==> config.mk <==
export PLATFORM = sky130hd
export DESIGN_NAME = sandboxTop
export DESIGN_NICKNAME = d
export VERILOG_FILES = /design/src/logic/esfaStorePkg.sv /design/src/logic/sandboxLinkPkg.sv /design/src/logic/activityIndicator.sv /design/src/logic/esfaStore.sv /design/src/logic/sandboxProcess.sv /design/src/logic/sandboxTop.sv
export SDC_FILE = /design/constraint.sdc
export NUM_CORES = 1
export LEC_CHECK = 0
export BUFFER_PORTS_ARGS = -buffer_cell sky130_fd_sc_hd__buf_2
export CORE_MARGIN = 1.5
export CORE_UTILIZATION = 45
export DETAILED_ROUTE_END_ITERATION = 10
export PLACE_DENSITY = 0.67
export SETUP_SLACK_MARGIN = 0.5
export SYNTH_ARGS = -nofsm -noshare
export SYNTH_HDL_FRONTEND = slang
export SYNTH_HIERARCHICAL = 1
export SYNTH_SLANG_ARGS = --single-unit
==> constraint.sdc <==
create_clock -name masterClock -period 5.1 [get_ports masterClock]
set_input_delay 1.02 -clock masterClock [delete_from_list [all_inputs] [get_ports masterClock]]
set_output_delay 1.02 -clock masterClock [all_outputs]
set_load 0.05 [all_outputs]
==> src/logic/esfaStorePkg.sv <==
// store definitions: entry index and field types, default entry count
package esfaStorePkg;

  // ------------------------------
  // field types
  // ------------------------------
  // command word layout, as split by the sequencer
  //   bits  7..0  entry index
  //   bits 15..8  new value
  //   bits 23..16 new metadata
  //   bits 31..24 selector, bit 0 used
  localparam int storeIndexWidth = 8; // wide enough for any depth up to 256
  localparam int storeByteWidth  = 8; // value and metadata share one width

  typedef logic [storeIndexWidth-1:0] storeIndexT; // entry number from host
  typedef logic [storeByteWidth-1:0]  storeByteT;  // one value or metadata field

  // ------------------------------
  // sizing
  // ------------------------------
  // indices at or above the depth are out of range
  // and answer with a clear result flag
  localparam int defaultStoreDepth = 16; // entries held when top level keeps default

endpackage

==> src/logic/sandboxLinkPkg.sv <==
// host link definitions: control/status bit positions, command and response word types
package sandboxLinkPkg;

  // ------------------------------
  // word widths
  // ------------------------------
  localparam int controlWidth  = 8;  // control byte from host
  localparam int statusWidth   = 8;  // status byte back to host
  localparam int dataWordWidth = 32; // data word, both directions

  typedef logic [controlWidth-1:0]  controlT;  // host control byte
  typedef logic [statusWidth-1:0]   statusT;   // returned status byte
  typedef logic [dataWordWidth-1:0] dataWordT; // command word in, response word out

  // ------------------------------
  // control byte bit positions
  // ------------------------------
  // bit 0 picks the command kind
  // update commands use bits 2 and 1 as field write enables
  localparam int ctlRequestBit  = 0; // 1 = update, 0 = query
  localparam int ctlMetadataBit = 1; // update writes metadata field
  localparam int ctlValueBit    = 2; // update writes value field

  // ------------------------------
  // status byte bit positions
  // ------------------------------
  // all other status bits read as zero
  localparam int statusResultBit = 0; // store result flag

endpackage

==> src/logic/activityIndicator.sv <==
// activityIndicator: receive LED pulse stretcher, lit for one slowClock period per start
module activityIndicator
(
  input  logic masterClock,
  input  logic reset,       // sync, active low
  input  logic slowClock,   // sampled as a level, no sync stage
  input  logic startPulse,  // one-cycle command start
  output logic rxIndicator  // LED drive
);

  // ------------------------------
  // state encoding
  // ------------------------------
  typedef enum logic [2:0]
  {
    stateIdle,    // LED off, accepting starts
    stateArmed,   // start seen, wait for slowClock high
    stateRise,    // slowClock high, wait for its fall
    stateLit,     // LED on, wait for slowClock high
    stateLitRise  // LED on, wait for the fall that ends it
  } indicatorStateT;

  indicatorStateT state;

  // starts during any state but idle are dropped
  always_ff @(posedge masterClock)
  begin
    if (!reset)
    begin
      state       <= stateIdle;
      rxIndicator <= 1'b0;
    end
    else
    begin
      case (state)
        stateIdle:
          if (startPulse)
            state <= stateArmed;

        stateArmed:
          if (slowClock)
            state <= stateRise;

        stateRise:
          if (!slowClock)
          begin
            rxIndicator <= 1'b1; // first full slow cycle done
            state       <= stateLit;
          end

        stateLit:
          if (slowClock)
            state <= stateLitRise;

        stateLitRise:
          if (!slowClock)
          begin
            rxIndicator <= 1'b0; // one slow period lit
            state       <= stateIdle;
          end

        default:
        begin
          rxIndicator <= 1'b0;
          state       <= stateIdle;
        end
      endcase
    end
  end

endmodule

==> src/logic/esfaStore.sv <==
// esfaStore: indexed register store of value/metadata entries with valid flags and range check
module esfaStore
#(
  parameter int storeDepth = esfaStorePkg::defaultStoreDepth
)
(
  input  logic                     masterClock,
  input  logic                     reset,          // sync, active low
  input  logic                     opStrobe,       // one operation per pulse
  input  logic                     updateOp,       // 1 = update, 0 = query
  input  logic                     writeValue,
  input  logic                     writeMetadata,
  input  logic                     selectMetadata, // query reads metadata
  input  esfaStorePkg::storeIndexT entryIndex,
  input  esfaStorePkg::storeByteT  newValue,
  input  esfaStorePkg::storeByteT  newMetadata,
  output logic                     resultBool,
  output esfaStorePkg::storeByteT  resultValue
);

  import esfaStorePkg::*;

  // slot address bits, at least one so a single entry still works
  localparam int slotWidth = (storeDepth > 1) ? $clog2(storeDepth) : 1;

  // ------------------------------
  // entry storage
  // ------------------------------
  storeByteT valueMem [storeDepth];
  storeByteT metaMem  [storeDepth];
  logic      validMem [storeDepth]; // set by first write of either field

  logic                 inRange;    // index below depth
  logic                 entryValid; // in range and written
  logic [slotWidth-1:0] slot;

  assign inRange    = (int'(entryIndex) < storeDepth);
  assign slot       = entryIndex[slotWidth-1:0]; // only meaningful when inRange
  assign entryValid = inRange && validMem[slot];

  // ------------------------------
  // operations
  // ------------------------------
  always_ff @(posedge masterClock)
  begin
    if (!reset)
    begin
      for (int i = 0; i < storeDepth; i++)
      begin
        valueMem[i] <= '0;
        metaMem[i]  <= '0;
        validMem[i] <= 1'b0;
      end
      resultBool  <= 1'b0;
      resultValue <= '0;
    end
    else if (opStrobe)
    begin
      if (updateOp)
      begin
        resultBool  <= inRange; // ack only, no data back
        resultValue <= '0;
        if (inRange)
        begin
          if (writeValue)
            valueMem[slot] <= newValue;
          if (writeMetadata)
            metaMem[slot] <= newMetadata;
          if (writeValue || writeMetadata)
            validMem[slot] <= 1'b1;
        end
      end
      else
      begin
        resultBool <= entryValid;
        if (!entryValid)
          resultValue <= '0; // unwritten or out of range
        else if (selectMetadata)
          resultValue <= metaMem[slot];
        else
          resultValue <= valueMem[slot];
      end
    end
  end

endmodule

==> src/logic/sandboxProcess.sv <==
// sandboxProcess: host command sequencer, store operation issue, result capture and handshake
module sandboxProcess
(
  input  logic                     masterClock,
  input  logic                     reset,          // sync, active low
  input  logic                     dataReceived,   // host has a command waiting
  input  sandboxLinkPkg::controlT  control,        // command kind and write enables
  input  sandboxLinkPkg::dataWordT inputData,      // index, value, metadata, selector
  input  logic                     resultBool,     // store flag, registered
  input  esfaStorePkg::storeByteT  resultValue,    // store field, registered
  output logic                     clearDR,        // command consumed
  output logic                     transmitData,   // response ready for host
  output sandboxLinkPkg::statusT   status,
  output sandboxLinkPkg::dataWordT outputData,
  output logic                     opStrobe,       // one-cycle store request
  output logic                     startPulse,     // one-cycle activity event
  output logic                     updateOp,       // 1 = update, 0 = query
  output logic                     writeValue,
  output logic                     writeMetadata,
  output logic                     selectMetadata, // query reads metadata
  output esfaStorePkg::storeIndexT entryIndex,
  output esfaStorePkg::storeByteT  newValue,
  output esfaStorePkg::storeByteT  newMetadata
);

  import sandboxLinkPkg::*;

  // ------------------------------
  // state encoding
  // ------------------------------
  typedef enum logic [2:0]
  {
    stateIdle,    // waiting for dataReceived
    stateIssue,   // store strobe cycle
    stateWait,    // store result lands this cycle
    stateReport,  // response up, counting to clearDR
    stateHold,    // raise clearDR
    stateRelease  // wait for host to drop dataReceived
  } processStateT;

  processStateT state;
  logic         issuing; // decode of issue state

  // strobe and activity event come out of the same cycle
  assign issuing    = (state == stateIssue);
  assign opStrobe   = issuing;
  assign startPulse = issuing;

  // ------------------------------
  // command split
  // ------------------------------
  // operation fields, loaded once per command and held until the next
  always_ff @(posedge masterClock)
  begin
    if ((state == stateIdle) && dataReceived)
    begin
      updateOp       <= control[ctlRequestBit];
      writeValue     <= control[ctlValueBit];
      writeMetadata  <= control[ctlMetadataBit];
      entryIndex     <= inputData[7:0];   // index field
      newValue       <= inputData[15:8];  // value field
      newMetadata    <= inputData[23:16]; // metadata field
      selectMetadata <= inputData[24];    // selector bit 0
    end
  end

  // ------------------------------
  // sequencer and host handshake
  // ------------------------------
  always_ff @(posedge masterClock)
  begin
    if (!reset)
    begin
      state        <= stateIdle;
      status       <= '0;
      outputData   <= '0;
      transmitData <= 1'b0;
      clearDR      <= 1'b0;
    end
    else
    begin
      case (state)
        stateIdle:
        begin
          if (dataReceived)
          begin
            state <= stateIssue; // fields latch on this edge too
          end
        end

        stateIssue:
        begin
          state <= stateWait; // store samples the strobe here
        end

        stateWait:
        begin
          // result registered one cycle after the strobe, valid now
          status                  <= '0;
          status[statusResultBit] <= resultBool;
          outputData              <= {{(dataWordWidth - 8){1'b0}}, resultValue};
          transmitData            <= 1'b1; // response is stable from here
          state                   <= stateReport;
        end

        stateReport:
        begin
          state <= stateHold; // spacer, clearDR trails transmitData by two
        end

        stateHold:
        begin
          clearDR <= 1'b1; // host may now drop dataReceived
          state   <= stateRelease;
        end

        stateRelease:
        begin
          if (!dataReceived)
          begin
            transmitData <= 1'b0;
            clearDR      <= 1'b0;
            state        <= stateIdle;
          end
        end

        default:
        begin
          state        <= stateIdle;
          transmitData <= 1'b0;
          clearDR      <= 1'b0;
        end
      endcase
    end
  end

endmodule

==> src/logic/sandboxTop.sv <==
// sandboxTop: host-facing sandbox, wires command sequencer, entry store and activity LED
module sandboxTop
#(
  parameter int storeDepth = esfaStorePkg::defaultStoreDepth // entries in the store
)
(
  input  logic                     masterClock,
  input  logic                     slowClock,    // LED timing, plain level
  input  logic                     reset,        // sync, active low
  input  logic                     dataReceived,
  input  sandboxLinkPkg::controlT  control,
  input  sandboxLinkPkg::dataWordT inputData,
  output logic                     clearDR,
  output logic                     transmitData,
  output sandboxLinkPkg::statusT   status,
  output sandboxLinkPkg::dataWordT outputData,
  output logic                     rxIndicator
);

  import esfaStorePkg::*;

  // ------------------------------
  // process to store
  // ------------------------------
  logic       opStrobe;
  logic       updateOp;
  logic       writeValue;
  logic       writeMetadata;
  logic       selectMetadata;
  storeIndexT entryIndex;
  storeByteT  newValue;
  storeByteT  newMetadata;

  // store to process, registered
  logic      resultBool;
  storeByteT resultValue;

  logic startPulse; // process to indicator

  // producer, also consumer of store results
  sandboxProcess processInst
  (
    .masterClock    (masterClock),
    .reset          (reset),
    .dataReceived   (dataReceived),
    .control        (control),
    .inputData      (inputData),
    .resultBool     (resultBool),
    .resultValue    (resultValue),
    .clearDR        (clearDR),
    .transmitData   (transmitData),
    .status         (status),
    .outputData     (outputData),
    .opStrobe       (opStrobe),
    .startPulse     (startPulse),
    .updateOp       (updateOp),
    .writeValue     (writeValue),
    .writeMetadata  (writeMetadata),
    .selectMetadata (selectMetadata),
    .entryIndex     (entryIndex),
    .newValue       (newValue),
    .newMetadata    (newMetadata)
  );

  // buffer, owns the range check
  esfaStore #(.storeDepth(storeDepth)) storeInst
  (
    .masterClock    (masterClock),
    .reset          (reset),
    .opStrobe       (opStrobe),
    .updateOp       (updateOp),
    .writeValue     (writeValue),
    .writeMetadata  (writeMetadata),
    .selectMetadata (selectMetadata),
    .entryIndex     (entryIndex),
    .newValue       (newValue),
    .newMetadata    (newMetadata),
    .resultBool     (resultBool),
    .resultValue    (resultValue)
  );

  // consumer of start events
  activityIndicator indicatorInst
  (
    .masterClock (masterClock),
    .reset       (reset),
    .slowClock   (slowClock),
    .startPulse  (startPulse),
    .rxIndicator (rxIndicator)
  );

endmodule

==> results_dict.tcl, run 1 <==
set metrics [dict create \
    ff_latch_area_um2 9390 \
    wirelength_um 34100 \
    first_global_vias 8468 \
    cts_resized 0 \
    yosysMostFrequentCell "edfxtp_1" \
    gp_congestion 0.845 \
    path_max_fanout 9 \
    worst_pin_slew_ps 1120 \
    vias 8436 \
    clock-sinks 327 \
    end_kind "flip-flop" \
    synth_area_leader_cell "edfxtp_1" \
    postRouteAntennaNets 0 \
    die_w_um 186 \
    hold_viol_final 0 \
    drv_slew 0 \
    row_count 66 \
    total_power_mw 6.21 \
    p_leak_nw 6.25 \
    cp_data_required_time_ps 5240 \
    yosys-mux-area-fraction 0.0990 \
    min_path_type "reg -> reg" \
    pwr_density_cell_nw_per_um2 370 \
    relSlewSlack 0.245 \
    grt_usage 0.205 \
    cts_tree "yes" \
    io_pins 87 \
    ctsHoldBuffers 0 \
    grt_max_degree 77 \
    clockRootBuffer "clkbuf_16" \
    place_hpwl_um 22400 \
    cp-start-kind "flip-flop" \
    place_inst 1500 \
    worstSetupPathType "reg -> reg" \
    synth_compound_area_frac 0.0594 \
    ys_ff_latch 327 \
    synth_top_family_by_area "simple AND/OR/NAND/NOR gates" \
    drc 0 \
    synthTopCellsByArea "edfxtp_1, and2_1, mux4_2, dfxtp_1, mux2i_1" \
    ys_async_sr_fraction 0 \
    avgViaCountPerCell 5.38 \
    synth_ff_type "edfxtp_1" \
    clockBufferDepth 3 \
    synth_xor_area_frac 0.000580 \
    slowest_delay_ps 950 \
    clock.fmax_ghz 0.306 \
    wire_per_inst_um 21.8 \
    insertion_delay_ps 520 \
    synth_fa_ha_area_frac 0 \
    grt_busiest_layer "met2" \
    synth_edf_count 284 \
    synth-simple-area-share 0.175 \
    netlist_instances 1040 \
    grt_overflow 0 \
    setup_tns_ps 0 \
    finClkSkew_ps 8.87 \
    yosys_warnings 6 \
    firstDrtPassIters 7 \
    setup_violations 0 \
    initialDrtViolationCount 765 \
    status "finished clean" \
    antenna_found_initial 0 \
    clkTransAtPathRegs_ps 60 \
    core_area_um2 32800 \
    min_period_ps 3270 \
    initial_core_util 0.461 \
    port_buffers 43 \
    areaGrowthSynthToFinish_pct 11.2 \
    grt_pass1_wl_um 51900 \
    nFillCells 2729 \
    use_met2 0.355 \
    timing.critical_path.buf_inv 0 \
    cts_made_buffers 36 \
    drive_gt1_frac 0.213 \
    globalRouteMet1Util 0.269 \
    drv_cap 0 \
    rsz0062_at_grt "false" \
    peakVddDrop_mv 0.228 \
    arrival_ps 3410 \
    die_h_um 186 \
    grt_use_met3 0.0261 \
    die_area_um2 34700 \
    crit_slowest_cell "o21ai_0" \
    netlist_top_cells_count "edfxtp_1, and2_1, o21ai_0" \
    post_cts_buffers 0 \
    final_nets 1140 \
    fin_cells 1567 \
    synth.cell_area_um2 15100 \
    post-route-period-util 0.642 \
    multiInputGateArea_um2 5170 \
    cts-htree-levels 2 \
    cp_top_family "simple AND/OR/NAND/NOR gates" \
    synth_top_area_frac 0.565 \
    cp_cell_sequence "nor3b_1 > nor2b_1 > nand4_2 > or2_1 > o21ai_0" \
    ys_seq_area_frac 0.622 \
    synth_cell_types 62 \
    syn_area_per_cell_um2 14.5 \
]
-- flip-flops by register name (all words and copies together), names as in the netlist, 3 cells and up --
register                 count
storeInst/metaMem          128
storeInst/valueMem         128
storeInst/validMem          16
processInst/entryIndex       8
processInst/newMetadata      8
processInst/newValue         8
processInst/outputData       8
storeInst/resultValue        8
indicatorInst/state          3
processInst/state            3
-- layer usage --
layer  share of wire  up-vias
met2            0.51      242
met4           0.023        0
met5               0        -
met1            0.42     4231
li1                -     3911
met3           0.051       52
-- cell families (layout without fill, tap and decap cells) --
| family | after synthesis | count (layout) |
|---|---|---|
| other | 1 | 32 |
| buffers and inverters | 94 | 148 |
| AND/OR/NAND/NOR | 395 | 395 |
| flip-flops | 327 | 327 |
| XOR/XNOR | 1 | 1 |
| AO/OA/AOI/OAI | 131 | 131 |
| multiplexers | 91 | 91 |
-- layout make-up --
type	instances	share of cell area
Timing Repair Buffer	81	0.0298
Inverter	1	0.000223
Sequential cell	327	0.559
Multi-Input combinational cell	649	0.308
Tap cell	442	0.0329
Clock buffer	44	0.0567
Clock inverter	22	0.0133
Antenna cell	1	0.000149
-- final timing paths --
kind,startpoint,cells past startpoint,to,slack [ps]
max,processInst/state[0],5,storeInst/metaMem[13][3],1830
max reg2reg,processInst/state[0],5,storeInst/metaMem[13][3],1830
min,storeInst/resultBool,2,storeInst/resultBool,440
min reg2reg,storeInst/resultBool,2,storeInst/resultBool,440
-- layout by cell type, fill, tap and decap left out, types with 3 or more instances in the layout --
| master | synthesis | layout |
|---|---|---|
| and2_1 | 258 | 258 |
| nor3_1 | 9 | 9 |
| mux4_2 | 44 | 44 |
| buf_4 | 42 | 38 |
| nand3b_1 | 4 | 4 |
| conb_1 | 1 | 31 |
| clkbuf_16 | 0 | 37 |
| a31oi_1 | 7 | 7 |
| clkinv_1 | 0 | 6 |
| a211o_1 | 16 | 16 |
| inv_6 | 0 | 3 |
| a32oi_1 | 8 | 8 |
| nand3_1 | 9 | 9 |
| bufinv_16 | 0 | 4 |
| o22ai_1 | 15 | 15 |
| nand2_1 | 24 | 24 |
| a22o_1 | 14 | 14 |
| mux2i_1 | 44 | 44 |
| o21ai_2 | 9 | 9 |
| dfxtp_1 | 43 | 43 |
| nor2_4 | 29 | 29 |
| o21ai_0 | 49 | 49 |
| nor2b_1 | 6 | 6 |
| or2_1 | 4 | 4 |
| nand2b_1 | 6 | 6 |
| edfxtp_1 | 284 | 284 |
| nor2_2 | 3 | 3 |
| clkbuf_1 | 26 | 7 |
| clkinv_2 | 0 | 6 |
| nor2_1 | 14 | 14 |
| nand4_4 | 4 | 4 |
| buf_2 | 7 | 43 |
| a22oi_1 | 4 | 4 |
-- report_power, final --
group / leakage [nW] / total [mW] / internal, mW / switching, mW
Sequential: 3.26 / 3.13 / 3.01 / 0.121
Clock: 0.572 / 2.59 / 1.54 / 1.05
Combinational: 2.43 / 0.497 / 0.174 / 0.323
-- worst min-delay path, cell delays in order (launching register included) --
cell     delay, ps
dfxtp_1        310
nand2_1         50
nand2_1         40
-- metrics by stage --
stage,worst slack (ps),hold WS [ps],cell area (um2),util
final,1830,438,16800,0.512
after global routing,1520,473,16800,0.512
after CTS,1770,441,16800,0.512
after detailed placement,1620,433,15600,0.476
after global placement,1650,429,15600,0.476
after floorplan,880,415,15200,-
No activity file was read; power rests on OpenSTA's default activity.
==> run 2: changes to the inputs <==
--- a/config.mk
+++ b/config.mk
@@ -9,7 +9,7 @@
 export CORE_MARGIN = 1.5
 export CORE_UTILIZATION = 45
 export DETAILED_ROUTE_END_ITERATION = 10
-export PLACE_DENSITY = 0.67
+export PLACE_DENSITY = 0.69
 export SETUP_SLACK_MARGIN = 0.5
 export SYNTH_ARGS = -nofsm -noshare
 export SYNTH_HDL_FRONTEND = slang
==> constraint.sdc (replaced) <==
create_clock -name masterClock -period 2.7 [get_ports masterClock]
set_input_delay 0.54 -clock masterClock [delete_from_list [all_inputs] [get_ports masterClock]]
set_output_delay 0.54 -clock masterClock [all_outputs]
set_load 0.05 [all_outputs]
==> results_dict.tcl, run 2 (synthesis gave the netlist of run 1 again) <==
set metrics [dict create \
    dp_slack_ps 161 \
    cts-htree-levels 2 \
    final_nets 1168 \
    total_power_mw 11.8 \
    status "finished clean" \
    peakVddDrop_mv 0.438 \
    biggestRegsByFlops "storeInst/metaMem x128, storeInst/valueMem x128, storeInst/validMem x16" \
    clockRootBuffer "clkbuf_16" \
    finClkSkew_ps 21.1 \
    final_cell_mix "edfxtp_1, and2_1, buf_4, mux4_2, mux2i_1" \
    place_hpwl_um 23000 \
    cp-start-kind "flip-flop" \
    mostFrequentLayoutCell "edfxtp_1" \
    die_h_um 186 \
    grt_overflow 0 \
    min_period_ps 2250 \
    grt_pass1_wl_um 53100 \
    firstDrtPassIters 5 \
    wire_per_inst_um 22.6 \
    setup_ws_ps 450 \
    setup_tns_ps 0 \
    p_leak_nw 6.48 \
    min_path_type "in -> reg" \
    grt_max_degree 46 \
    drv_slew 0 \
    postRouteAntennaNets 0 \
    cp_data_required_time_ps 3080 \
    die_w_um 186 \
    clkTransAtPathRegs_ps 60 \
    grt_usage 0.213 \
    core_area_um2 32800 \
    areaGrowthSynthToFinish_pct 15.6 \
    insertion_delay_ps 520 \
    first_global_vias 8714 \
    avgViaCountPerCell 5.54 \
    relSlewSlack 0.455 \
    clockBufferDepth 3 \
    end_kind "flip-flop" \
    worst_pin_slew_ps 817 \
    io_pins 87 \
    path_max_fanout 9 \
    cts_tree "yes" \
    holdWs_ps 188 \
    drc 0 \
    clock-sinks 327 \
    arrival_ps 2630 \
    post-route-period-util 0.833 \
    die_area_um2 34700 \
    hold_viol_final 0 \
    pwr_density_cell_nw_per_um2 673 \
    antenna_found_initial 0 \
    port_buffers 43 \
    worstSetupPathType "reg -> reg" \
    wirelength_um 36000 \
    clock.fmax_ghz 0.444 \
    initialDrtViolationCount 794 \
    setup_violations 0 \
    finish.instance_area_um2 17500 \
    gp_congestion 0.894 \
    row_count 66 \
    place_area_um2 15900 \
    cts_made_buffers 36 \
    initial_core_util 0.461 \
    drv_cap 0 \
    vias 8814 \
    drive_gt1_frac 0.262 \
    rsz0062_at_grt "true" \
]
[run 2: power by group]
part | internal [mW] | switching [mW] | total (mW) | leakage (nW)
clock network | 2.80 | 1.92 | 4.73 | 0.546
registers | 5.68 | 0.212 | 5.89 | 3.26
logic | 0.413 | 0.718 | 1.13 | 2.68
total | 8.90 | 2.85 | 11.8 | 6.48
[run 2: worst max-delay path, stage by stage, from the launching register on]
cell	delay (ps)
dfxtp_1	350
nor3b_4	260
nor2b_4	210
nand4_2	220
nand2b_2	420
nor2_2	450
and2_1	200
[run 2: final timing paths]
check | startpoint | depth (start not counted) | end | slack (ps)
setup / recovery | processInst/state[1] | 6 | storeInst/metaMem[6][5] | 450
hold / removal | inputData[15] | 1 | processInst/newValue[7] | 190
setup reg to reg | processInst/state[1] | 6 | storeInst/metaMem[6][5] | 450
hold reg to reg | processInst/outputData[6] | 2 | processInst/outputData[6] | 450
[run 2: layout make-up]
cell class | count | area, um2
inverters | 1 | 3.75
multi-input cells | 649 | 5500
fillers | 2695 | 15300
well taps | 442 | 553
flip-flops and latches | 327 | 9390
repair buffers | 109 | 883
clock buffers | 53 | 1020
clock inverters | 10 | 111
diodes | 1 | 2.50
[run 2: what timing repair did]
action,CTS,global route
pin swaps,5,6
hold buffers,0,0
setup buffers,9,11
resized for setup,24,22
endpoints found under the hold margin,0,0
setup endpoints to repair,472,352
[run 2: per-layer routing]
layer | vias to the layer above | share of wire | global-route usage
met4 | 0 | 0.030 | 0.0777
met3 | 69 | 0.060 | 0.0319
li1 | 3981 | - | -
met2 | 329 | 0.50 | 0.363
met1 | 4435 | 0.41 | 0.277
met5 | - | 0 | 0
[run 2: through the flow]
stage	utilization	std cells
floorplan	-	1070
global placement	0.484	1508
detailed placement	0.484	1508
CTS	0.525	1580
global route	0.532	1591
finish	0.532	1592
==> run 3: changes to the inputs <==
--- a/config.mk
+++ b/config.mk
@@ -5,6 +5,7 @@
 export SDC_FILE = /design/constraint.sdc
 export NUM_CORES = 1
 export LEC_CHECK = 0
+export ABC_AREA = 1
 export BUFFER_PORTS_ARGS = -buffer_cell sky130_fd_sc_hd__buf_2
 export CORE_MARGIN = 1.5
 export CORE_UTILIZATION = 45
==> constraint.sdc (replaced) <==
create_clock -name masterClock -period 2 [get_ports masterClock]
set_input_delay 0.4 -clock masterClock [delete_from_list [all_inputs] [get_ports masterClock]]
set_output_delay 0.4 -clock masterClock [all_outputs]
set_load 0.05 [all_outputs]
==> results_dict.tcl, run 3 <==
set metrics [dict create \
    rr_startpoint "processInst/entryIndex[0]" \
    min_path_type "in -> reg" \
    vias 12000 \
    globalRouteMet1Util 0.296 \
    synth_area_leader_cell "edfxtp_1" \
    grt_usage 0.219 \
    place_inst 2183 \
    netlist_instances 1706 \
    r2r_setup_slack_ps -6 \
    worstSetupPathType "reg -> reg" \
    grt_overflow 0 \
    cts_made_buffers 34 \
    synth_ff_type "edfxtp_1" \
    arrival_ps 2400 \
    finish.instance_area_um2 19300 \
    yosys_warnings 6 \
    gp_congestion 0.854 \
    first_global_vias 11500 \
    core_area_um2 33400 \
    wire_per_inst_um 17.4 \
    worstReg2RegEnd "storeInst/resultValue[1]" \
    holdWs_ps 60.3 \
    die_area_um2 35000 \
    setup_violations 1 \
    path_max_fanout 24 \
    fin_cells 2322 \
    grt_busiest_layer "met2" \
    drive_gt1_frac 0.219 \
    p_leak_nw 8.57 \
    grt_pass1_wl_um 60300 \
    peakVddDrop_mv 0.718 \
    mostFrequentLayoutCell "nand2_1" \
    drc 0 \
    biggestRegsByFlops "storeInst/metaMem x128, storeInst/valueMem x128, storeInst/validMem x16" \
    place_area_um2 16400 \
    syn_area_per_cell_um2 8.94 \
    use_met2 0.371 \
    clockRootBuffer "clkbuf_16" \
    clockBufferDepth 3 \
    hold_depth 1 \
    final_nets 1894 \
    die_h_um 187 \
    synth_top_area_frac 0.559 \
    ys_seq_area_frac 0.615 \
    synthTopCellsByArea "edfxtp_1, nand2_1, nor2_1, dfxtp_1, buf_4" \
    cp-start-kind "flip-flop" \
    ys_ff_latch 327 \
    dp_slack_ps 37.5 \
    min_to "processInst/entryIndex[3]" \
    synth.cell_area_um2 15300 \
    netlist_top_cells_count "nand2_1, edfxtp_1, nor2_1" \
    min_period_ps 2010 \
    postRouteAntennaNets 0 \
    clock-sinks 327 \
    grt_max_degree 44 \
    violations "negative setup slack" \
    ys_async_sr_fraction 0 \
    status "finished, violations left" \
    antenna_found_initial 0 \
    io_pins 87 \
    areaGrowthSynthToFinish_pct 26.6 \
    drv_slew 0 \
    relSlewSlack 0.483 \
    yosysMostFrequentCell "nand2_1" \
    finClkSkew_ps 14.3 \
    firstDrtPassIters 5 \
    wirelength_um 40300 \
    insertion_delay_ps 510 \
    cp_data_required_time_ps 2390 \
    clock.fmax_ghz 0.499 \
    cts-htree-levels 2 \
    end_kind "flip-flop" \
    worst_pin_slew_ps 775 \
    initialDrtViolationCount 1102 \
    initial_core_util 0.456 \
    row_count 67 \
    clkTransAtPathRegs_ps 60 \
    grt_use_met3 0.0257 \
    holdCritStartpoint "inputData[3]" \
    synth_cell_types 34 \
    diodes 0 \
    hold_viol_final 0 \
    place_hpwl_um 23600 \
    reg2regPathDepth 14 \
    post-route-period-util 1.00 \
    drv_cap 0 \
    cts_tree "yes" \
    pwr_density_cell_nw_per_um2 858 \
    port_buffers 43 \
    synth_edf_count 284 \
    total_power_mw 16.6 \
    avgViaCountPerCell 5.17 \
    die_w_um 187 \
    rsz0062_at_grt "true" \
    final_cell_mix "nand2_1, edfxtp_1, nor2_1, buf_4" \
    setup_ws_ps -5.97 \
]
==> run 3: worst max-delay path by stage <==
stage,from,endpoint,slack [ps],cells after the start
floorplan,processInst/state[1],storeInst/valueMem[0][0],190,7
global placement,processInst/entryIndex[0],storeInst/resultValue[4],70,13
detailed placement,processInst/state[1],storeInst/metaMem[13][1],40,6
CTS,processInst/entryIndex[0],storeInst/resultValue[4],140,13
global route,processInst/entryIndex[0],storeInst/resultValue[1],-50,14
finish,processInst/entryIndex[0],storeInst/resultValue[1],-6,14
==> run 3: area by class of cell <==
class                      count  area (um2)
fill                        2777       14100
sequential                   327        9390
multi-input combinational   1257        6090
timing repair buffer         182        1940
clock buffer                  55        1050
tap                          448         561
inverter                      46         214
clock inverter                 5        56.3
timing repair inverter         2        16.3
==> run 3: metal layers <==
metal,vias to the layer above,part of all wire
li1,5676,-
met1,5787,0.41
met2,456,0.49
met3,75,0.075
met4,0,0.024
met5,-,0
==> run 3: kinds of logic (layout without fill, tap and decap cells) <==
| kind of cell | count (synthesis) | in the layout | share of synthesized area |
|---|---|---|---|
| AO/OA/AOI/OAI | 50 | 50 | 0.0193 |
| AND/OR/NAND/NOR | 1174 | 1176 | 0.305 |
| flip-flops | 327 | 327 | 0.615 |
| other | 1 | 31 | 0.000246 |
| buffers and inverters | 154 | 290 | 0.0603 |
==> run 3: what timing repair did <==
action,in CTS,in global routing
resized for setup,130,47
endpoints found under the setup margin,549,562
hold buffers,0,0
pin swaps,9,18
cloned,9,7
buffers inserted,31,32
==> run 3: through the flow <==
step	util	TNS, ps
2_1_floorplan	-	0
3_3_place_gp	0.491	0
3_5_place_dp	0.491	0
4_1_cts	0.556	0
5_1_grt	0.577	-155
6_report	0.577	-5.97
==> run 3: worst max-delay path: stages (launching register included) <==
cell,delay (ps)
edfxtp_1,370
buf_12,210
inv_16,80
buf_12,140
buf_16,160
nand2_1,80
nand2_1,70
nand2_1,60
nand2_1,60
nand2_1,70
nand2_1,70
o21ai_1,270
nand2_1,110
nand2_1,90
a21oi_1,50
==> run 3: where the power goes <==
part	total (mW)	internal (mW)	leakage, nW	switching [mW]
registers	7.82	7.69	3.26	0.138
logic	2.50	0.773	4.78	1.72
clock network	6.25	3.72	0.538	2.53
total	16.6	12.2	8.57	4.39
